File: src/verilog/map_sprite_consts.svh
/* map sprite constants
   screen tiling, ball box extent, palette size, APB address map and colours */
`ifndef MAP_SPRITE_CONSTS_SVH
`define MAP_SPRITE_CONSTS_SVH

// 160x90 grid of 8x8 tiles covers 1280x720
`define MAP_WIDTH 160
`define MAP_HEIGHT 90
`define MAP_DEPTH (`MAP_WIDTH * `MAP_HEIGHT)
`define TILE_SHIFT 3

// ball box spans pos-3 .. pos+4 on both axes
`define BALL_LO 3
`define BALL_HI 4

`define PALETTE_DEPTH 4
`define GAP_COLOR 24'h7C_FC_00
`define BALL_COLOR 24'hFF_FF_FF

// byte addresses, one 32-bit word per register or tile
`define ADDR_BALL_X 18'h00000
`define ADDR_BALL_Y 18'h00004
`define ADDR_PALETTE_BASE 18'h00010
`define ADDR_MAP_BASE 18'h10000

// scan position in to rgb out
`define PIXEL_LATENCY 3

`endif
File: src/verilog/map_sprite_pkg.sv
/* map sprite types
   widths and bundles shared by the register block and the pixel pipeline */
`default_nettype none

package map_sprite_pkg;

  typedef logic [10:0] hcount_t;
  typedef logic [9:0] vcount_t;
  // palette selector held per tile
  typedef logic [1:0] tile_index_t;
  typedef logic [13:0] map_addr_t;
  typedef logic [17:0] apb_addr_t;
  typedef logic [31:0] apb_data_t;

  typedef struct packed {
    logic [7:0] red;
    logic [7:0] green;
    logic [7:0] blue;
  } color_t;

  // whole-pixel ball centre
  typedef struct packed {
    hcount_t x;
    vcount_t y;
  } ball_pos_t;

  // single tile write toward the map RAM
  typedef struct packed {
    logic valid;
    map_addr_t addr;
    tile_index_t data;
  } map_wr_t;

  typedef struct packed {
    logic ball_box;
    logic ball_mask;
    logic tile_corner;
  } pixel_flags_t;

endpackage

`default_nettype wire

File: src/verilog/pixel_mixer.sv
/* pixel mixer
   palette lookup, white ball over the map, gap colour in the cut tile
   corners of zero channels, registered rgb out */
`timescale 1ns/1ns
`default_nettype none
`include "map_sprite_consts.svh"

module pixel_mixer (
  input wire pixel_clk_in,
  input wire reset,
  input wire map_sprite_pkg::tile_index_t tile,
  input wire map_sprite_pkg::pixel_flags_t flags,
  input wire map_sprite_pkg::color_t palette [`PALETTE_DEPTH],
  output map_sprite_pkg::color_t rgb
);

  map_sprite_pkg::color_t base;
  map_sprite_pkg::color_t mixed;

  // a dark channel shows the gap colour in a corner and a lit channel stays
  function automatic logic [7:0] fill(input logic [7:0] chan,
                                      input logic [7:0] gap_chan,
                                      input logic corner);
    logic [7:0] res;
    res = chan;
    if (chan == 8'h00 && corner) begin
      res = gap_chan;
    end
    return res;
  endfunction

  assign base = palette[tile];

  always_comb begin
    if (flags.ball_box && flags.ball_mask) begin
      mixed = `BALL_COLOR;
    end else begin
      // box corners outside the mask let the map through
      mixed.red = fill(base.red, 8'(`GAP_COLOR >> 16), flags.tile_corner);
      mixed.green = fill(base.green, 8'(`GAP_COLOR >> 8), flags.tile_corner);
      mixed.blue = fill(base.blue, 8'(`GAP_COLOR), flags.tile_corner);
    end
  end

  // third pipeline edge
  always_ff @(posedge pixel_clk_in) begin
    if (reset) begin
      rgb <= '0;
    end else begin
      rgb <= mixed;
    end
  end

endmodule

`default_nettype wire

File: config.mk
export PLATFORM = sky130hd
export DESIGN_NAME = pixel_mixer
export DESIGN_NICKNAME = d
export VERILOG_FILES = /design/src/verilog/map_sprite_pkg.sv /design/src/verilog/pixel_mixer.sv
export VERILOG_INCLUDE_DIRS = /design/src /design/src/verilog
export SDC_FILE = /design/constraint.sdc
export NUM_CORES = 1
export LEC_CHECK = 0
export BUFFER_PORTS_ARGS = -buffer_cell sky130_fd_sc_hd__buf_2
export CAP_MARGIN = 40
export CORE_UTILIZATION = 35
export CTS_CLUSTER_SIZE = 24
export DETAILED_ROUTE_END_ITERATION = 12
export PLACE_DENSITY_LB_ADDON = 0.1
export SYNTH_ARGS = -nofsm -noshare
export SYNTH_HDL_FRONTEND = slang
export SYNTH_SLANG_ARGS = --single-unit
export TNS_END_PERCENT = 1
File: constraint.sdc
create_clock -name pixel_clk_in -period 1.9 [get_ports pixel_clk_in]
set_input_delay 0.285 -clock pixel_clk_in [delete_from_list [all_inputs] [get_ports pixel_clk_in]]
set_output_delay 0.285 -clock pixel_clk_in [all_outputs]
set_load 0.01 [all_outputs]
==> results.toml <==
[clock_tree]
cts_max_level = 1
cts_tree = "yes"
cts_buffers = 3
cts_resized = 0
clk_path_buf_depth = 2
ctsRootBufferMaster = "clkbuf_8"
hold_buffers = 0
clk_pin_slew_ns = 0.07
cts_setup_buffers = 0
cts_sinks = 24

[pwr]
p_sw_frac = 0.255
intPower_mw = 0.952
powerDensity_mw_per_mm2 = 599
peakVddDrop_mv = 0.256
power_frac_comb = 0.306
pwr-share-clk = 0.258
leakage_nw = 1.08
power.switching_mw = 0.325
power_frac_seq = 0.436

[hold_path]
worst_hold_path_type = "input port to register"
worstHoldStart = "flags[1]"
min_delay_path_depth = 3
timing.hold.worst_endpoint = "rgb[10]"

[setup_path]
critPathTopFamily = "simple AND/OR/NAND/NOR gates"
cp_max_fo = 12
endpoint_kind = "register"
slowest_stage = "mux4_2"
cp.required_ns = 2.09
crit_type = "input port to register"
cp_cell_sequence = "clkbuf_4 -> mux4_2 -> nor4_2 -> nand4b_2 -> a31oi_2"
crit_buf_inv = 1
slowest_delay_ns = 0.56
startpoint_type = "input port"
crit_arrival_ns = 1.88

[sta]
setup_slack_ns = 0.211
setup-violations-final = 0
max_freq_ghz = 0.592
tightest_slew_ns = 0.405
slew_headroom = 0.730
drv_slew = 0
period_needed_ns = 1.69
hold_violations = 0
finalCritPeriodShare = 0.889
rsz0062_at_grt = "false"

[detailed_routing]
drt_first_iter_violations = 61
drtPass1Iterations = 4
via_per_inst = 4.85
ant_nets = 0
vias = 1427
wl_um = 4150
drc = 0
wl_per_cell_um = 14.1

[layout]
regMostFlops = "rgb"
fillers = 359
largest_register_ffs = 24
reg_top3 = "rgb x24"
register_area_sq_um = 480
area_delta_synth_final_pct = 50.4
fin_cells = 294
final_net_count = 350
final_area_sq_mm = 0.00213
multi_input_area_sq_um = 855
final_util = 0.565
n_antenna_cell = 0
drive_above_1_share = 0.675

[outcome]
outcome = "finished clean"

[die]
core_region_area_sq_mm = 0.00377
start_util = 0.376
ios = 127
die_y_um = 65.6
die_w_um = 65.6
rows = 22
die_area_sq_mm = 0.00431

[grt]
grt_pass1_wl_um = 6480
grt_pass1_vias = 1414
antenna_found_initial = 0
grt_max_degree = 25
grt_use_total = 0.199
overflow = 0

[place]
dp_hpwl_um = 3610
placed_cells = 290
pre_cts_ws_ns = -0.148
placed_cell_area_sq_mm = 0.00207
gp_congestion = 0.886
portBuffers = 126

[logic_synthesis]
synth_cell_types = 20
yosysSeqAreaShare = 0.339
syn_nets = 223
synth_cells = 120
avgSynthCellArea_sq_um = 11.8
yosysWarnings = 0
syn_area_sq_mm = 0.00142
synth_seq_cells = 24

[job]
cap_viol_max_count = 0
final cells by class:
type,instances,area share
Multi-Input combinational cell,86,0.401
Clock buffer,4,0.0258
Timing Repair Buffer,132,0.320
Sequential cell,24,0.225
Tap cell,48,0.0282
synth_stat cells, drive strengths merged:
cell	instances	area, sq um
nor2	37	139
nand2b	1	6.26
a31oi	2	18.8
clkbuf	7	46.3
buf	3	36.3
a21oi	9	45.0
nand2	2	7.51
mux4	22	499
dfxtp	24	480
o22ai	2	12.5
mux2i	2	20.0
nor4	2	25.0
mux2	4	45.0
nand4b	2	30.0
and2	1	6.26
layout by cell type (no fill, tap or decap), drive strengths merged:
cell type | Yosys | final
buf | 3 | 131
nor2 | 37 | 37
dfxtp | 24 | 24
mux4 | 22 | 22
a21oi | 9 | 9
clkbuf | 7 | 5
mux2 | 4 | 4
nand2 | 2 | 2
o22ai | 2 | 2
nor4 | 2 | 2
nand4b | 2 | 2
mux2i | 2 | 2
a31oi | 2 | 2
and2 | 1 | 1
nand2b | 1 | 1
cell families after synthesis:
| group | share of synthesized area |
|---|---|
| compound gates | 0.0538 |
| simple gates | 0.151 |
| mux | 0.398 |
| buf+inv | 0.0583 |
| flops | 0.339 |
power groups by stage:
stage,clock (mW),sequential [mW],combinational (mW)
4_1_cts,0.337,0.557,0.393
6_report,0.330,0.556,0.391
5_1_grt,0.362,0.561,0.431
3_3_place_gp,0,0.570,0.387
2_1_floorplan,0,0.593,0.196
3_5_place_dp,0,0.569,0.391
through the flow:
stage	setup TNS, ns	total power [mW]	hold WS, ns
2_1_floorplan	0	0.789	0.351
3_3_place_gp	-0.769	0.957	0.609
3_5_place_dp	-1.16	0.960	0.624
4_1_cts	0	1.29	0.355
5_1_grt	0	1.35	0.378
6_report	0	1.28	0.353
worst max path at each step:
stage                 start      end  slack [ns]  cells after the start
floorplan           tile[0]  rgb[10]        0.21                      5
global placement    tile[0]  rgb[18]       -0.12                      6
detailed placement  tile[0]  rgb[18]       -0.15                      6
CTS                 tile[0]  rgb[18]        0.13                      6
global route        tile[0]  rgb[18]        0.09                      6
finish              tile[0]  rgb[10]        0.21                      5
per-layer routing:
layer / global-route usage / vias to the layer above / wire length (um)
met5: 0 / - / 0
met4: 0.0679 / 0 / 68
met3: 0.0295 / 9 / 341
met2: 0.306 / 82 / 1870
met1: 0.283 / 633 / 1870
li1: - / 703 / -
No activity file was read; power rests on OpenSTA's default activity.
