`src/verilog/map_sprite_consts.svh`:
```
/* map sprite constants
   screen tiling, ball box extent, palette size, APB address map and colours */
`ifndef MAP_SPRITE_CONSTS_SVH
`define MAP_SPRITE_CONSTS_SVH

// 160x90 grid of 8x8 tiles covers 1280x720
`define MAP_WIDTH 160
`define MAP_HEIGHT 90
`define MAP_DEPTH (`MAP_WIDTH * `MAP_HEIGHT)
`define TILE_SHIFT 3

// ball box spans pos-3 .. pos+4 on both axes
`define BALL_LO 3
`define BALL_HI 4

`define PALETTE_DEPTH 4
`define GAP_COLOR 24'h7C_FC_00
`define BALL_COLOR 24'hFF_FF_FF

// byte addresses, one 32-bit word per register or tile
`define ADDR_BALL_X 18'h00000
`define ADDR_BALL_Y 18'h00004
`define ADDR_PALETTE_BASE 18'h00010
`define ADDR_MAP_BASE 18'h10000

// scan position in to rgb out
`define PIXEL_LATENCY 3

`endif
```
`src/verilog/map_sprite_pkg.sv`:
```
/* map sprite types
   widths and bundles shared by the register block and the pixel pipeline */
`default_nettype none

package map_sprite_pkg;

  typedef logic [10:0] hcount_t;
  typedef logic [9:0] vcount_t;
  // palette selector held per tile
  typedef logic [1:0] tile_index_t;
  typedef logic [13:0] map_addr_t;
  typedef logic [17:0] apb_addr_t;
  typedef logic [31:0] apb_data_t;

  typedef struct packed {
    logic [7:0] red;
    logic [7:0] green;
    logic [7:0] blue;
  } color_t;

  // whole-pixel ball centre
  typedef struct packed {
    hcount_t x;
    vcount_t y;
  } ball_pos_t;

  // single tile write toward the map RAM
  typedef struct packed {
    logic valid;
    map_addr_t addr;
    tile_index_t data;
  } map_wr_t;

  typedef struct packed {
    logic ball_box;
    logic ball_mask;
    logic tile_corner;
  } pixel_flags_t;

endpackage

`default_nettype wire

```
`src/verilog/pixel_classifier.sv`:
```
/* pixel classifier
   flags ball box, ball mask and tile corner for each scan position and
   delays them two cycles to line up with the tile map read */
`timescale 1ns/1ns
`default_nettype none
`include "map_sprite_consts.svh"

module pixel_classifier (
  input wire pixel_clk_in,
  input wire reset,
  input wire map_sprite_pkg::hcount_t hcount,
  input wire map_sprite_pkg::vcount_t vcount,
  input wire map_sprite_pkg::ball_pos_t ball_pos,
  output map_sprite_pkg::pixel_flags_t flags
);

  logic [11:0] dx;
  logic [10:0] dy;
  map_sprite_pkg::pixel_flags_t flags_c;
  map_sprite_pkg::pixel_flags_t flags_q;

  // rounded 8x8 shape, two pixels cut at each corner along x
  function automatic logic round_mask(input logic [2:0] lx, input logic [2:0] ly);
    logic on;
    on = 1'b1;
    if (lx == 3'd0 || lx == 3'd7) begin
      on = !(ly <= 3'd1 || ly >= 3'd6);
    end else if (lx == 3'd1 || lx == 3'd6) begin
      on = !(ly == 3'd0 || ly == 3'd7);
    end
    return on;
  endfunction

  // offset from box origin, one bit wider so left of the box wraps high
  assign dx = {1'b0, hcount} + 12'(`BALL_LO) - {1'b0, ball_pos.x};
  assign dy = {1'b0, vcount} + 11'(`BALL_LO) - {1'b0, ball_pos.y};

  always_comb begin
    flags_c.ball_box = (dx <= 12'(`BALL_LO + `BALL_HI))
                    && (dy <= 11'(`BALL_LO + `BALL_HI));
    // low bits of the offset are the local position in the box
    flags_c.ball_mask = round_mask(dx[2:0], dy[2:0]);
    // corner is where the tile mask is off
    flags_c.tile_corner = !round_mask(hcount[2:0], vcount[2:0]);
  end

  // two stages to match address and data registers of the RAM
  always_ff @(posedge pixel_clk_in) begin
    if (reset) begin
      flags_q <= '0;
      flags <= '0;
    end else begin
      flags_q <= flags_c;
      flags <= flags_q;
    end
  end

endmodule

`default_nettype wire

```
`config.mk`:
```
export PLATFORM = sky130hd
export DESIGN_NAME = pixel_classifier
export DESIGN_NICKNAME = d
export VERILOG_FILES = /design/src/verilog/map_sprite_pkg.sv /design/src/verilog/pixel_classifier.sv
export VERILOG_INCLUDE_DIRS = /design/src /design/src/verilog
export SDC_FILE = /design/constraint.sdc
export NUM_CORES = 1
export LEC_CHECK = 0
export BUFFER_PORTS_ARGS = -buffer_cell sky130_fd_sc_hd__buf_2
export CORE_MARGIN = 1.5
export CORE_UTILIZATION = 53
export DETAILED_ROUTE_END_ITERATION = 16
export PLACE_DENSITY = 0.82
export SYNTH_ARGS = -nofsm -noshare
export SYNTH_HDL_FRONTEND = slang
export SYNTH_SLANG_ARGS = --single-unit
```
`constraint.sdc`:
```
create_clock -name pixel_clk_in -period 4.5 [get_ports pixel_clk_in]
set_clock_uncertainty 0.2 [all_clocks]
set_input_delay 0.9 -clock pixel_clk_in [delete_from_list [all_inputs] [get_ports pixel_clk_in]]
set_output_delay 0.9 -clock pixel_clk_in [all_outputs]
set_load 0.05 [all_outputs]
```
==> flow_summary.yaml <==
finish:
  multiInputGateArea_mm2: 0.00128
  post_layout_net_count: 338
  areaGrowthSynthToFinish_pct: 18.8
  post-route-util_pct: 66.8
  fillCellCount: 252
  register_area_um2: 120
  drive_above_1_share_pct: 23.7
  most-common-layout-cells: "sky130_fd_sc_hd__buf_2, sky130_fd_sc_hd__ha_1, sky130_fd_sc_hd__inv_1"
  mostFrequentLayoutCell: "sky130_fd_sc_hd__buf_2"
  antennaDiodeCount: 0
  layoutNonFillerInstCount: 280
global_routing:
  largest_net_degree_at_the_start_of_global_routing: 9
  gr-total-overflow: 0
  vias_in_the_first_global_route: 1451
  grt_first_pass_wirelength_um: 5600
  total_grt_usage_pct: 20.9
  number_of_antenna_violations_at_the_first_check_in_global_routing: 0
clock_network:
  cts_inserted_buffers: 3
  cts.root.buffer_cell: "sky130_fd_sc_hd__clkbuf_4"
  postCtsSetupRepairBufs: 0
  max-clock-path-buffers: 2
  holdBufCountCts: 0
  clkLatencyLatePin_ns: 0.26
  cts_sinks: 6
  clock_tree.htree_level_count: 1
  tritoncts: "done"
  clk_pin_slew_worst_paths_ns: 0.05
  cts-resized-gates: 0
synth:
  synth_fa_ha_area_share_pct: 35.6
  synth_top_family_by_area: "adder cells"
  synthMuxAreaShare_pct: 3.95
  synth-simple-area-share_pct: 16.3
  sequential_area_share_after_synthesis_pct: 7.74
  post_synth_instance_area_mm2: 0.00155
  yosys_warnings: 0
  ys_seq_elements: 6
  compound_cell_area_share_of_the_yosys_netlist_pct: 23.3
  syn-num-nets: 287
  yosys.area_share.xor_xnor_pct: 3.39
  synthArstFlopShare_pct: 0
  post_synth_inst_count: 200
  ys.flop_type: "sky130_fd_sc_hd__dfxtp_1"
  edff_count_synth: 0
  synth_cell_type_count: 44
  synthesis.area_per_instance_um2: 7.76
setup_path:
  worstSetupEndpointType: "register"
  crit_family: "adder cells"
  worst_ep_required_time_ns: 4.47
  worst-endpoint-arrival_ns: 3.42
  worst-path-max-fanout: 3
  startpoint_type_of_the_worst_setup_path: "input port"
  crit_path_cell_trace: "buf_2 > ha_1 > ha_1 > inv_1 > fa_1 > inv_1 > ha_1 > nand2_1 > a21oi_1 > a31oi_1 > o2111ai_1 > a2111oi_0 > nand4_1 > nor4_2"
  cpMostUsedCell: "sky130_fd_sc_hd__ha_1"
  slowest_stage: "sky130_fd_sc_hd__fa_1"
  timing.setup.critical_path_class: "input port to register"
  worst_path_largest_cell_delay_ns: 0.49
  worstPathBufferInverterCount: 3
die:
  num_rows: 19
  die_area_mm2: 0.00326
  initial_utilization_pct: 56.3
  chipWidth_um: 57.1
  core_area_mm2: 0.00276
  chipHeight_um: 57.1
  io_pins: 47
timing:
  achievable-frequency_mhz: 290
  slew_of_the_pin_with_the_lowest_slew_margin_ns: 0.424
  hold-worst-slack_ns: 0.228
  report.final.setup_viol: 0
  setup_tns_ns: 0
  slew-limit-headroom_pct: 71.0
  hold_viol: 0
  timing_max_transition_violations_final: 0
  fin_crit_sh_pct: 76.6
  rsz0062_at_grt: "no"
  layout_min_cycle_time_ns: 3.45
placed_design:
  portBuffers: 46
  final_gp_congestion: 0.870
  hpwl_um: 2590
  dp.cells: 277
pwr:
  p_leak_nw: 1.02
  power.density_cell_area_mw_per_mm2: 191
  worst_ir_drop_vdd_uv: 226
drt:
  first_pass_iters: 6
  viasPerCell: 5.49
  routed_wl_um: 3000
  route.antenna.remaining_nets: 0
  drt_iter0_drc: 31
  total_via_count_in_the_routed_design: 1536
  route.detailed.wl_per_inst_um: 10.7
  drc: 0
status:
  result_of_the_run: "complete, no violations"
run:
  max-cap-violations: 0
hold_path:
  type_of_the_most_critical_hold_path: "register to register"
[state kept, by name, summed over array words and instances, names as in the netlist]
signal and flops:
flags 3, flags_q 3
[per-layer routing]
layer,wire length (µm),track usage (%)
met5,0,0
met1,1400,26.7
met4,44,6.98
met2,1370,36.5
met3,186,2.49
[kinds of logic (layout without fill, tap and decap cells)]
| group | count (synthesis) | after routing |
|---|---|---|
| adder cells (fa/ha/maj) | 43 | 43 |
| AO/OA/AOI/OAI | 51 | 51 |
| multiplexers | 6 | 6 |
| AND/OR/NAND/NOR | 48 | 48 |
| flip-flops | 6 | 6 |
| XOR/XNOR | 6 | 6 |
| buffers and inverters | 40 | 89 |
[worst paths after layout]
kind	start	to	slack [ns]	depth (start not counted)
min	flags_q[0]$_SDFF_PP0_	flags[0]$_SDFF_PP0_	0.23	1
max reg2reg	flags_q[1]$_SDFF_PP0_	flags[1]$_SDFF_PP0_	3.77	1
max	vcount[1]	flags_q[2]$_SDFF_PP0_	1.05	14
min reg2reg	flags_q[0]$_SDFF_PP0_	flags[0]$_SDFF_PP0_	0.23	1
[power by group]
group          leakage, nW  switching [W]  internal (W)  total (W)
clock               0.0138      0.0000220     0.0000303  0.0000523
combinational        0.960       0.000133      0.000110   0.000243
sequential          0.0491    0.000000617     0.0000566  0.0000572
[metrics by stage]
| stage | setup WS [ns] | total power (W) | cell area, µm² |
|---|---|---|---|
| 6_report | 1.05 | 0.000353 | 1840 |
| 5_1_grt | 0.864 | 0.000395 | 1840 |
| 3_5_place_dp | 0.772 | 0.000299 | 1820 |
| 2_1_floorplan | 1.08 | 0.000240 | 1550 |
| 3_3_place_gp | 0.872 | 0.000295 | 1820 |
| 4_1_cts | 1.05 | 0.000353 | 1840 |
[cells in the mapped netlist, types with 2 or more instances]
| library cell | instances | area, µm² |
|---|---|---|
| sky130_fd_sc_hd__ha_1 | 41 | 513 |
| sky130_fd_sc_hd__inv_1 | 40 | 150 |
| sky130_fd_sc_hd__a21oi_1 | 12 | 60.1 |
| sky130_fd_sc_hd__nor2_1 | 12 | 45.0 |
| sky130_fd_sc_hd__o21ai_0 | 9 | 45.0 |
| sky130_fd_sc_hd__nand2_1 | 7 | 26.3 |
| sky130_fd_sc_hd__nor2b_1 | 7 | 43.8 |
| sky130_fd_sc_hd__dfxtp_1 | 6 | 120 |
| sky130_fd_sc_hd__mux2i_1 | 5 | 50.1 |
| sky130_fd_sc_hd__nand3_1 | 5 | 25.0 |
| sky130_fd_sc_hd__a211oi_1 | 3 | 22.5 |
| sky130_fd_sc_hd__nand2b_1 | 3 | 18.8 |
| sky130_fd_sc_hd__nor3_1 | 3 | 15.0 |
| sky130_fd_sc_hd__o21bai_1 | 3 | 22.5 |
| sky130_fd_sc_hd__xnor2_1 | 3 | 26.3 |
| sky130_fd_sc_hd__xor2_1 | 3 | 26.3 |
| sky130_fd_sc_hd__a2111oi_0 | 2 | 17.5 |
| sky130_fd_sc_hd__a21o_1 | 2 | 15.0 |
| sky130_fd_sc_hd__a22oi_1 | 2 | 15.0 |
| sky130_fd_sc_hd__a31oi_1 | 2 | 12.5 |
| sky130_fd_sc_hd__fa_1 | 2 | 40.0 |
| sky130_fd_sc_hd__nand4_1 | 2 | 12.5 |
| sky130_fd_sc_hd__nor4_1 | 2 | 12.5 |
| sky130_fd_sc_hd__o211ai_2 | 2 | 25.0 |
| sky130_fd_sc_hd__o31ai_1 | 2 | 15.0 |
| sky130_fd_sc_hd__or3_1 | 2 | 12.5 |
[cell type report]
class | count | area share (%)
inverters | 40 | 8.15
repair buffers | 46 | 12.5
flip-flops and latches | 6 | 6.52
multi-input cells | 154 | 69.5
well taps | 31 | 2.10
clock buffers | 3 | 1.22
Note: power is estimated with default switching activity, not from simulation.
