File: src/verilog/map_sprite_consts.svh
/* map sprite constants
   screen tiling, ball box extent, palette size, APB address map and colours */
`ifndef MAP_SPRITE_CONSTS_SVH
`define MAP_SPRITE_CONSTS_SVH

// 160x90 grid of 8x8 tiles covers 1280x720
`define MAP_WIDTH 160
`define MAP_HEIGHT 90
`define MAP_DEPTH (`MAP_WIDTH * `MAP_HEIGHT)
`define TILE_SHIFT 3

// ball box spans pos-3 .. pos+4 on both axes
`define BALL_LO 3
`define BALL_HI 4

`define PALETTE_DEPTH 4
`define GAP_COLOR 24'h7C_FC_00
`define BALL_COLOR 24'hFF_FF_FF

// byte addresses, one 32-bit word per register or tile
`define ADDR_BALL_X 18'h00000
`define ADDR_BALL_Y 18'h00004
`define ADDR_PALETTE_BASE 18'h00010
`define ADDR_MAP_BASE 18'h10000

// scan position in to rgb out
`define PIXEL_LATENCY 3

`endif
File: src/verilog/map_sprite_pkg.sv
/* map sprite types
   widths and bundles shared by the register block and the pixel pipeline */
`default_nettype none

package map_sprite_pkg;

  typedef logic [10:0] hcount_t;
  typedef logic [9:0] vcount_t;
  // palette selector held per tile
  typedef logic [1:0] tile_index_t;
  typedef logic [13:0] map_addr_t;
  typedef logic [17:0] apb_addr_t;
  typedef logic [31:0] apb_data_t;

  typedef struct packed {
    logic [7:0] red;
    logic [7:0] green;
    logic [7:0] blue;
  } color_t;

  // whole-pixel ball centre
  typedef struct packed {
    hcount_t x;
    vcount_t y;
  } ball_pos_t;

  // single tile write toward the map RAM
  typedef struct packed {
    logic valid;
    map_addr_t addr;
    tile_index_t data;
  } map_wr_t;

  typedef struct packed {
    logic ball_box;
    logic ball_mask;
    logic tile_corner;
  } pixel_flags_t;

endpackage

`default_nettype wire

File: src/verilog/map_regs.sv
/* map sprite register block
   APB slave with ball position and palette registers, forwards tile map
   writes as single-cycle pulses, flags unmapped addresses with pslverr */
`timescale 1ns/1ns
`default_nettype none
`include "map_sprite_consts.svh"

module map_regs (
  input wire pixel_clk_in,
  input wire reset,
  input wire psel,
  input wire penable,
  input wire pwrite,
  input wire map_sprite_pkg::apb_addr_t paddr,
  input wire map_sprite_pkg::apb_data_t pwdata,
  output map_sprite_pkg::apb_data_t prdata,
  output logic pready,
  output logic pslverr,
  output map_sprite_pkg::ball_pos_t ball_pos,
  output map_sprite_pkg::color_t palette [`PALETTE_DEPTH],
  output map_sprite_pkg::map_wr_t map_wr
);

  logic setup;
  logic access;
  logic hit_ball_x;
  logic hit_ball_y;
  logic hit_pal;
  logic hit_map;
  map_sprite_pkg::apb_addr_t pal_off;
  map_sprite_pkg::apb_addr_t map_off;
  map_sprite_pkg::tile_index_t pal_idx;
  map_sprite_pkg::apb_data_t rd_value;

  assign setup = psel && !penable;
  assign access = psel && penable;
  // never stalls
  assign pready = access;

  // offsets wrap high below their base, so one compare covers both ends
  assign pal_off = paddr - `ADDR_PALETTE_BASE;
  assign map_off = paddr - `ADDR_MAP_BASE;
  assign pal_idx = pal_off[3:2];

  assign hit_ball_x = (paddr == `ADDR_BALL_X);
  assign hit_ball_y = (paddr == `ADDR_BALL_Y);
  assign hit_pal = (paddr[1:0] == 2'b00) && (pal_off < 4 * `PALETTE_DEPTH);
  assign hit_map = (paddr[1:0] == 2'b00) && (map_off < 4 * `MAP_DEPTH);

  // map window goes straight to the RAM, word index as tile number
  assign map_wr = '{valid: access && pwrite && hit_map,
                    addr: map_off[15:2],
                    data: pwdata[1:0]};

  // read mux, map window reads as zero
  always_comb begin
    rd_value = '0;
    if (hit_ball_x) begin
      rd_value = {21'b0, ball_pos.x};
    end else if (hit_ball_y) begin
      rd_value = {22'b0, ball_pos.y};
    end else if (hit_pal) begin
      rd_value = {8'b0, palette[pal_idx]};
    end
  end

  // captured at end of setup so it is valid through the access cycle
  always_ff @(posedge pixel_clk_in) begin
    if (reset) begin
      prdata <= '0;
      pslverr <= 1'b0;
    end else if (setup) begin
      prdata <= pwrite ? '0 : rd_value;
      pslverr <= !(hit_ball_x || hit_ball_y || hit_pal || hit_map);
    end else begin
      prdata <= '0;
      pslverr <= 1'b0;
    end
  end

  // writes land at end of the access cycle
  always_ff @(posedge pixel_clk_in) begin
    if (reset) begin
      ball_pos <= '0;
      for (int i = 0; i < `PALETTE_DEPTH; i++) begin
        palette[i] <= '0;
      end
    end else if (access && pwrite) begin
      if (hit_ball_x) begin
        ball_pos.x <= pwdata[10:0];
      end
      if (hit_ball_y) begin
        ball_pos.y <= pwdata[9:0];
      end
      if (hit_pal) begin
        palette[pal_idx] <= pwdata[23:0];
      end
    end
  end

endmodule

`default_nettype wire

File: config.mk
export PLATFORM = sky130hd
export DESIGN_NAME = map_regs
export DESIGN_NICKNAME = d
export VERILOG_FILES = /design/src/verilog/map_sprite_pkg.sv /design/src/verilog/map_regs.sv
export VERILOG_INCLUDE_DIRS = /design/src /design/src/verilog
export SDC_FILE = /design/constraint.sdc
export NUM_CORES = 1
export LEC_CHECK = 0
export ABC_CLOCK_PERIOD_IN_PS = 2400
export BUFFER_PORTS_ARGS = -buffer_cell sky130_fd_sc_hd__buf_2
export CAP_MARGIN = 25
export CORE_ASPECT_RATIO = 0.7
export CORE_UTILIZATION = 49
export DETAILED_ROUTE_END_ITERATION = 10
export GPL_TIMING_DRIVEN = 0
export HOLD_SLACK_MARGIN = 0.02
export PLACE_DENSITY = 0.76
export SYNTH_ARGS = -nofsm -noshare
export SYNTH_HDL_FRONTEND = slang
export SYNTH_SLANG_ARGS = --single-unit
File: constraint.sdc
create_clock -name pixel_clk_in -period 2.4 [get_ports pixel_clk_in]
set_input_delay 0.48 -clock pixel_clk_in [delete_from_list [all_inputs] [get_ports pixel_clk_in]]
set_output_delay 0.48 -clock pixel_clk_in [all_outputs]
set_load 0.1 [all_outputs]
==> results of run 1 <==
[synth_stat cells, types with 2 or more instances]
master    instances
clkbuf_1         23
nand4_4           2
nor2_1           15
and3_1           13
nor2b_1          14
buf_2             7
mux2i_1         117
buf_4            28
nand3_1           6
o221a_1           9
dfxtp_1         142
buf_6             7
mux4_2           24
nor4_4            2
nand2b_1        141
nor3_1           12
[kinds of logic after synthesis]
| group | Yosys count |
|---|---|
| simple gates | 216 |
| flops | 142 |
| mux | 141 |
| buf+inv | 66 |
| compound gates | 12 |
| other cells | 1 |
[layout make-up]
type                       count  share of cell area (%)
timing repair buffer         207                    12.7
inverter                       1                  0.0447
sequential                   142                    33.8
clock buffer                  20                    5.44
clock inverter                11                    1.68
multi-input combinational    377                    38.9
tap                          162                    2.41
buffer                        65                    5.01
[per-stage QoR]
stage | cells | cell area, um2 | total power, mW | util, % | hold WS, ns
finish | 985 | 8400 | 5.49 | 66.2 | 0.384
global route | 985 | 8400 | 5.65 | 66.2 | 0.387
CTS | 985 | 8400 | 5.50 | 66.2 | 0.376
detailed placement | 951 | 7760 | 2.87 | 61.2 | 0.478
global placement | 951 | 7760 | 2.86 | 61.2 | 0.470
floorplan | 585 | 6530 | 2.75 | - | 0.668
[power breakdown]
group          internal [mW]  leakage [nW]  switching (mW)  total, mW
clock                   1.68         0.288           0.990       2.67
combinational          0.137          2.85           0.326      0.463
sequential              2.36          1.14        0.000217       2.36
[sequential cells by signal (all words and copies together), names as in the netlist]
| signal | flops |
|---|---|
| prdata | 24 |
| ball_pos | 21 |
| palette | 96 |
| pslverr | 1 |
[worst max path at each step]
| stage | cells past startpoint | slack (ns) | end | from |
|---|---|---|---|---|
| floorplan | 5 | -0.06 | map_wr[16] | paddr[9] |
| global placement | 7 | -0.33 | map_wr[16] | paddr[9] |
| detailed placement | 7 | -0.35 | map_wr[16] | paddr[9] |
| CTS | 7 | -0.002 | map_wr[16] | paddr[12] |
| global route | 7 | 0.02 | map_wr[16] | paddr[12] |
| finish | 7 | 0.05 | map_wr[16] | paddr[12] |
[metal layers]
layer / vias up / routed length, um
met1: 2632 / 8730
met3: 19 / 1280
met4: 0 / 235
li1: 2448 / -
met5: - / 0
met2: 211 / 9110
[worst max-delay path, stage by stage]
cell and delay, ns:
buf_6 0.09, or4_4 0.56, nor2_4 0.13, clkbuf_8 0.14
o211ai_1 0.13, nor2_4 0.15, buf_12 0.18
[what timing repair did]
action	CTS	global route
pin swaps	4	2
setup endpoints to repair	1	1
buffers inserted	3	0
gates resized for setup	5	0
==> metrics, run 1 <==
Clk pin slew, worst setup/hold paths 0.06 ns; CTS Root Cell clkbuf_16; most frequent cells in the layout buf_2 (209), dfxtp_1 (142), nand2b_1 (141), mux2i_1 (117), buf_4 (31); GRT busiest layer met2; Clock Path Buffers 2; kind of end point of the critical path output port; register area 0.00284 mm2; vias in the first global route 5330; setup TNS 0 ns; Area Overhead vs Synth 29.6%; initial antenna violation count 1; HP Start penable; Mapped Area 0.00648 mm2; status finished clean; Leak Pwr 4.28 nW; Die Y 98.2 um; ANT cells 0; post-synthesis instance total 578; syn avg cell area 11.2 um2; R2R Setup Slk 1.01 ns; Max Cap Viol 0; Via density 5.39; vias 5310; synthesized-area fraction occupied by adder cells 0%; DPL Wire Length 14300 um; Hold Crit Depth 3; largest family of logic cells by synthesized area multiplexers; Final WS setup 0.0470 ns; GRT Overall Usage 28.7%; ys flop type dfxtp_1; grt ovf 0; synth unique cells 32; Post-synth EDFFs 0; Final Hold Fails 0; Slew Viols, Final 0; largest net degree at the start of global routing 17; first drt pass iteration count 6; Min-Delay Endpoint pslverr$_SDFF_PP0_; die width 139 um; Initial Utilization 51.1%; share of layout cells above drive strength 1 38.3%; critical path peak fanout 2; simple-gate portion of the synthesized area 21.3%; clk sinks 142; share of the synthesized area in the top cell type 43.9%; core area 0.0127 mm2; XOR/XNOR Fraction of Synth Area 0%; RSZ-0062 raised after global routing false; Std-Cell Rows 34; Seq/Total Area, Yosys 43.9%; Arr. time, crit path 1.87 ns; Period Utilization, post-route 98.0%; routing usage on met3 7.06%; post-synth top area cell dfxtp_1; H-tree levels 4; grt met1 use 38.1%; most common cell after layout, fill and taps aside buf_2; Register-to-Register Path Depth 3; CTS tree built; multiplexer area fraction after synthesis 26.4%; post-layout net count 866; RD Place Congestion 0.850; Max Freq 425 MHz; initial drt markers 307; clk_lat worst skew 0.41 ns; final setup skew 0.00618 ns; Tightest Pin Transition 0.694 ns; ys async rst share 0%; min Tclk post-route 2.35 ns; required time worst endpoint 1.92 ns; Routed Antenna Nets 0; first-pass GRT wire length 29900 um; critical path class in -> out; DRC viols 0; GR Util met2 46.5%; CP startpoint kind input port; HP Class in -> reg; CTS buffer count 17; final setup fails 0; worst reg2reg endpoint prdata[4]$_SDFF_PP0_; reg2reg start palette[4]$_SDFFE_PP0P_; number of synthesis warnings 0; DIE AREA 0.0137 mm2; I/O Buffers 204; area of the multi-input gates 0.00327 mm2; FF+latch count, synth 142; hold buffers post-CTS 0; fill count 988; IO Pins 223; Place WS -0.355 ns; Compound-Gate Fraction of Synth Area 1.97%; WL final 19400 um; Slew headroom 53.7%; power density over cell area 654 mW/mm2; WL per Instance 19.6 um; Peak VDD IR 0.000479 V; largest cells by area after synthesis dfxtp_1 (44%), mux2i_1 (18%), nand2b_1 (14%)
Power figures use the tool's default switching activity.
==> inputs of run 2 (changes only) <==
--- a/config.mk
+++ b/config.mk
@@ -7,14 +7,14 @@
 export NUM_CORES = 1
 export LEC_CHECK = 0
 export ABC_CLOCK_PERIOD_IN_PS = 2400
-export BUFFER_PORTS_ARGS = -buffer_cell sky130_fd_sc_hd__buf_2
 export CAP_MARGIN = 25
 export CORE_ASPECT_RATIO = 0.7
 export CORE_UTILIZATION = 49
 export DETAILED_ROUTE_END_ITERATION = 10
+export DONT_BUFFER_PORTS = 1
 export GPL_TIMING_DRIVEN = 0
 export HOLD_SLACK_MARGIN = 0.02
-export PLACE_DENSITY = 0.76
+export PLACE_DENSITY = 0.62
 export SYNTH_ARGS = -nofsm -noshare
 export SYNTH_HDL_FRONTEND = slang
 export SYNTH_SLANG_ARGS = --single-unit
==> metrics, run 2 (synthesis results as in run 1) <==
CTS Root Cell clkbuf_16 (unchanged); DIE AREA 0.0137 mm2 (unchanged); Via density 5.76 (was 5.39); Routed Antenna Nets 0 (unchanged); critical path peak fanout 3 (was 2); Place WS -0.229 ns (was -0.355 ns); Crit path top cell by count nor2_4 (unchanged); share of layout cells above drive strength 1 18.4% (was 38.3%); DPL Wire Length 13700 um (was 14300 um); kind of end point of the critical path output port (unchanged); WL per Instance 23.9 um (was 19.6 um); CTS tree built (unchanged); Placed Cells 751 (was 951); Area Overhead vs Synth 15.4% (was 29.6%); power density over cell area 729 mW/mm2 (was 654 mW/mm2); WL final 18900 um (was 19400 um); initial antenna violation count 0 (was 1); final setup fails 0 (unchanged); post-layout net count 671 (was 866); Worst setup endpoint map_wr[16] (unchanged); clk sinks 142 (unchanged); largest net degree at the start of global routing 17 (unchanged); Initial Utilization 51.1% (unchanged); worst setup path startpoint paddr[9] (was paddr[12]); Biggest register palette (unchanged); Post-Layout Cell Count 791 (was 985); status finished clean (unchanged); Period Utilization, post-route 98.5% (was 98.0%); clk_lat worst skew 0.42 ns (was 0.41 ns); R2R Setup Slk 0.49 ns (was 1.01 ns); crit path cell chain or4_4 -> nor2_4 -> o211ai_1 -> nor2_4 (was buf_6 -> or4_4 -> nor2_4 -> clkbuf_8 -> o211ai_1 -> nor2_4 -> buf_12); Clk pin slew, worst setup/hold paths 0.06 ns (about the same); Tightest Pin Transition 1.06 ns (was 0.694 ns); vias in the first global route 4624 (was 5330); critical path class in -> out (unchanged); post_cts resized 0 (was 5); Final Cell Area 0.00748 mm2 (was 0.00840 mm2); Max Cap Viol 0 (unchanged); Clock Path Buffers 2 (unchanged); Arr. time, crit path 1.88 ns (was 1.87 ns); H-tree levels 4 (unchanged); RSZ-0062 raised after global routing true (was false); DRC viols 0 (unchanged); reg2reg start palette[34]$_SDFFE_PP0P_ (was palette[4]$_SDFFE_PP0P_); first drt pass iteration count 4 (was 6); Slew Viols, Final 0 (unchanged); max FFs per register 96 (unchanged); Final WS setup 0.0369 ns (was 0.0470 ns); GRT Overall Usage 28.8% (was 28.7%); hold buffers post-CTS 0 (unchanged); CP startpoint kind input port (unchanged); ANT cells 0 (unchanged); HP Class in -> reg (unchanged); initial drt markers 237 (was 307); Slew headroom 29.1% (was 53.7%); die width 139 um (unchanged); largest registers palette (96), prdata (24), ball_pos (21) (unchanged); CTS buffer count 17 (unchanged); final setup skew 0.00896 ns (was 0.00618 ns); Peak VDD IR 0.000473 V (was 0.000479 V); RD Place Congestion 0.852 (was 0.850); min Tclk post-route 2.36 ns (was 2.35 ns); required time worst endpoint 1.92 ns (about the same); grt ovf 0 (unchanged); vias 4559 (was 5310); worst reg2reg endpoint prdata[10]$_SDFF_PP0_ (was prdata[4]$_SDFF_PP0_); IO Pins 223 (unchanged); I/O Buffers 0 (was 204); Max Freq 423 MHz (was 425 MHz); Std-Cell Rows 34 (unchanged); core area 0.0127 mm2 (unchanged); Final Hold Fails 0 (unchanged); Register-to-Register Path Depth 3 (unchanged); first-pass GRT wire length 28800 um (was 29900 um); Die Y 98.2 um (unchanged); most frequent cells in the layout dfxtp_1 (142), nand2b_1 (141), mux2i_1 (117), buf_4 (32), clkbuf_1 (26) (was buf_2 (209), dfxtp_1 (142), nand2b_1 (141), mux2i_1 (117), buf_4 (31)); Leak Pwr 3.27 nW (was 4.28 nW); most common cell after layout, fill and taps aside dfxtp_1 (was buf_2); CP max stage cell or4_4 (unchanged); DP Area 0.00680 mm2 (was 0.00776 mm2); Max stage delay on crit path 0.54 ns (was 0.56 ns)
run 2: cell count changes in the layout (fill, tap and decap cells not counted), sizes merged:
| cell | previous run | this run |
|---|---|---|
| clkbuf | 43 | 44 |
| clkinvlp | 3 | 4 |
| bufinv | 3 | 2 |
| inv | 1 | 6 |
| buf | 249 | 52 |
| clkinv | 5 | 2 |
run 2: worst min-delay path by stage:
stage                                    startpoint                   endpoint  cells after the start
final                                         reset         pslverr$_SDFF_PP0_                      2
after global routing                          reset         pslverr$_SDFF_PP0_                      2
after CTS                                     reset         pslverr$_SDFF_PP0_                      2
after detailed placement  ball_pos[10]$_SDFFE_PP0P_  ball_pos[10]$_SDFFE_PP0P_                      3
after global placement                        reset         pslverr$_SDFF_PP0_                      2
after floorplan                               reset         pslverr$_SDFF_PP0_                      2
run 2: final cells by class:
type,instances,area (um2)
flip-flops and latches,142,2840
clock inverters,13,154
repair buffers,13,159
inverters,1,3.75
well taps,162,203
plain buffers,64,407
multi-input cells,377,3270
fillers,1071,5200
clock buffers,19,443
run 2: power breakdown:
| part | internal [mW] | leakage [nW] | switching [mW] |
|---|---|---|---|
| Clock | 1.58 | 0.279 | 1.11 |
| Sequential | 2.36 | 1.14 | 0.00525 |
| Combinational | 0.102 | 1.85 | 0.299 |
run 2: routing by layer:
| metal | vias up | track usage, % | part of all wire (%) |
|---|---|---|---|
| met5 | - | 0 | 0 |
| met4 | 0 | 8.03 | 1.0 |
| met3 | 20 | 10.4 | 9.6 |
| met2 | 209 | 44.3 | 45 |
| met1 | 2273 | 38.0 | 45 |
| li1 | 2057 | - | - |
run 2: repair_timing:
action | CTS | global route
setup endpoints to repair | 1 | 1
pin swaps | 4 | 4
buffers inserted | 4 | 0
run 2: metrics by stage:
| stage | util (%) | power, mW | hold slack [ns] | setup TNS (ns) |
|---|---|---|---|---|
| floorplan | - | 2.75 | 0.668 | -0.0616 |
| global placement | 53.1 | 2.81 | 0.697 | -6.72 |
| detailed placement | 53.6 | 2.81 | 0.631 | -8.38 |
| CTS | 58.6 | 5.47 | 0.261 | -0.0997 |
| global route | 59.0 | 5.60 | 0.261 | -0.0331 |
| finish | 59.0 | 5.45 | 0.276 | 0 |
run 2: worst max-delay path: cells and delay by family:
| family | cells | cell delay, ns |
|---|---|---|
| AND/OR/NAND/NOR | 3 | 1.22 |
| AO/OA/AOI/OAI | 1 | 0.18 |
==> inputs of run 3 (changes only) <==
--- a/config.mk
+++ b/config.mk
@@ -8,13 +8,13 @@
 export LEC_CHECK = 0
 export ABC_CLOCK_PERIOD_IN_PS = 2400
 export CAP_MARGIN = 25
-export CORE_ASPECT_RATIO = 0.7
 export CORE_UTILIZATION = 49
 export DETAILED_ROUTE_END_ITERATION = 10
 export DONT_BUFFER_PORTS = 1
 export GPL_TIMING_DRIVEN = 0
 export HOLD_SLACK_MARGIN = 0.02
 export PLACE_DENSITY = 0.62
+export SETUP_SLACK_MARGIN = 0.1
 export SYNTH_ARGS = -nofsm -noshare
 export SYNTH_HDL_FRONTEND = slang
 export SYNTH_SLANG_ARGS = --single-unit
==> metrics, run 3 (synthesis results as in run 1) <==
Max Freq 410 MHz (was 423 MHz); Area Overhead vs Synth 13.7% (was 15.4%); Leak Pwr 3.24 nW (was 3.27 nW); grt ovf 0 (unchanged); clk sinks 142 (unchanged); initial antenna violation count 0 (unchanged); Clk pin slew, worst setup/hold paths 0.06 ns (about the same); Std-Cell Rows 41 (was 34); Slew headroom 28.0% (was 29.1%); Biggest register palette (unchanged); critical path peak fanout 2 (was 3); DRC viols 0 (unchanged); DPL Wire Length 13200 um (was 13700 um); first drt pass iteration count 4 (unchanged); CTS buffer count 17 (unchanged); critical path class in -> out (unchanged); HP Class in -> reg (unchanged); I/O Buffers 0 (unchanged); largest registers palette (96), prdata (24), ball_pos (21) (unchanged); RD Place Congestion 0.821 (was 0.852); sw frac 23.2% (was 25.9%); Placed Cells 757 (was 751); wire length on met3 1550 um (was 1810 um); CTS Root Cell clkbuf_16 (unchanged); Final Cell Area 0.00737 mm2 (was 0.00748 mm2); Pint 4.14 mW (was 4.04 mW); R2R Setup Slk 0.44 ns (was 0.49 ns); Register-to-Register Path Depth 3 (unchanged); Via density 5.59 (was 5.76); H-tree levels 4 (unchanged); WL per Instance 23.0 um (was 23.9 um); most frequent cells in the layout dfxtp_1 (142), nand2b_1 (141), mux2i_1 (117), buf_4 (31) (was dfxtp_1 (142), nand2b_1 (141), mux2i_1 (117), buf_4 (32), clkbuf_1 (26)); status finished, violations left (was finished clean); IO Pins 223 (unchanged); worst reg2reg endpoint prdata[1]$_SDFF_PP0_ (was prdata[10]$_SDFF_PP0_); Metal-1 WL 7750 um (was 8470 um); Post-Layout Cell Count 792 (was 791); Final WS setup -0.0398 ns (was 0.0369 ns); Hold Crit Depth 2 (unchanged); GRT Overall Usage 28.1% (was 28.8%); Period Utilization, post-route 102% (was 98.5%); required time worst endpoint 1.92 ns (about the same); clock power share 48.9% (was 49.3%); kind of end point of the critical path output port (unchanged); Top Metal Used met4 (unchanged); post-layout net count 662 (was 671); Min-Delay Endpoint pslverr$_SDFF_PP0_ (unchanged); Peak VDD IR 0.000482 V (was 0.000473 V); Routed Antenna Nets 0 (unchanged); max FFs per register 96 (unchanged); CTS tree built (unchanged); power density over cell area 733 mW/mm2 (was 729 mW/mm2); most common cell after layout, fill and taps aside dfxtp_1 (unchanged); CP startpoint kind input port (unchanged); failing checks setup timing; Final Hold Fails 0 (unchanged); first-pass GRT wire length 27300 um (was 28800 um); Reg power frac 43.8% (was 43.3%); Logic pwr share 7.4% (about the same); vias in the first global route 4588 (was 4624); final setup fails 1 (was 0); share of layout cells above drive strength 1 17.8% (was 18.4%); initial drt markers 231 (was 237); WL final 18200 um (was 18900 um); final setup skew 0.00724 ns (was 0.00896 ns); DIE AREA 0.0137 mm2 (about the same); core area 0.0128 mm2 (was 0.0127 mm2); setup TNS -0.0398 ns (was 0 ns); vias 4431 (was 4559); RSZ-0062 raised after global routing true (unchanged); Die Y 117 um (was 98.2 um); switching power 1.25 mW (was 1.41 mW); Slew Viols, Final 0 (unchanged); largest net degree at the start of global routing 17 (unchanged); HP Start reset (unchanged); worst setup path startpoint paddr[11] (was paddr[9]); clk_lat worst skew 0.42 ns (about the same); met2 WL 8680 um (was 8420 um); DP Area 0.00675 mm2 (was 0.00680 mm2); Max Cap Viol 0 (unchanged); Clock Path Buffers 2 (unchanged); fill count 1123 (was 1071); die width 117 um (was 139 um); Arr. time, crit path 1.96 ns (was 1.88 ns); Initial Utilization 50.7% (was 51.1%); reg2reg start palette[49]$_SDFFE_PP0P_ (was palette[34]$_SDFFE_PP0P_); hold buffers post-CTS 0 (unchanged); Tightest Pin Transition 1.08 ns (was 1.06 ns); min Tclk post-route 2.44 ns (was 2.36 ns)
## run 3: cell types whose count changed in the layout (fill, tap and decap cells not counted), sizes merged
cell      delta
buf          -7
diode        +1
clkinvlp     -4
clkbuf       +4
clkinv       +2
inv          -5
## run 3: stage by stage
stage	setup WS, ns	hold slack (ns)	util, %	power (mW)
final	-0.0398	0.247	57.7	5.40
after floorplan	-0.0616	0.668	-	2.75
after global routing	-0.0725	0.244	57.7	5.57
after CTS	-0.0969	0.237	57.7	5.43
after global placement	-0.240	0.684	52.8	2.81
after detailed placement	-0.250	0.681	52.8	2.81
## run 3: repair_timing
item / in CTS / in global routing
pin swaps: 4 / 2
endpoints found under the hold margin: 0 / 0
setup endpoints to repair: 1 / 1
setup buffers: 3 / 0
gates resized for setup: 0 / 0
## run 3: critical path, stage by stage
cell and delay (ns):
or4_4 0.56, nor2_4 0.11, clkbuf_8 0.13, o211ai_1 0.12, nor2_4 0.54
## run 3: worst max path at each step
| stage | slack, ns | to | depth (start not counted) |
|---|---|---|---|
| after floorplan | -0.06 | map_wr[16] | 5 |
| after CTS | -0.1 | map_wr[16] | 5 |
| after global routing | -0.07 | map_wr[16] | 5 |
| after detailed placement | -0.25 | map_wr[16] | 5 |
| after global placement | -0.24 | map_wr[16] | 5 |
| final | -0.04 | map_wr[16] | 5 |
## run 3: cell type report
cell class	count	area [um2]	share of cell area [%]
repair buffers	3	22.5	0.306
flip-flops and latches	142	2840	38.6
clock inverters	6	80.1	1.09
multi-input cells	377	3270	44.3
diodes	1	2.50	0.0340
well taps	172	215	2.92
clock buffers	25	515	7.00
plain buffers	65	420	5.71
inverters	1	3.75	0.0509
## run 3: routing by layer
metal  GRT usage [%]  up-vias
met5               0        -
met4            8.10        0
met3            11.1       16
met2            45.4      178
met1            34.6     2206
li1                -     2031
## run 3: power groups by stage
stage	clock [mW]	sequential, mW	combinational [mW]
4_1_cts	2.67	2.36	0.399
3_3_place_gp	0	2.41	0.395
6_report	2.64	2.36	0.397
5_1_grt	2.79	2.36	0.418
3_5_place_dp	0	2.42	0.397
2_1_floorplan	0	2.41	0.334
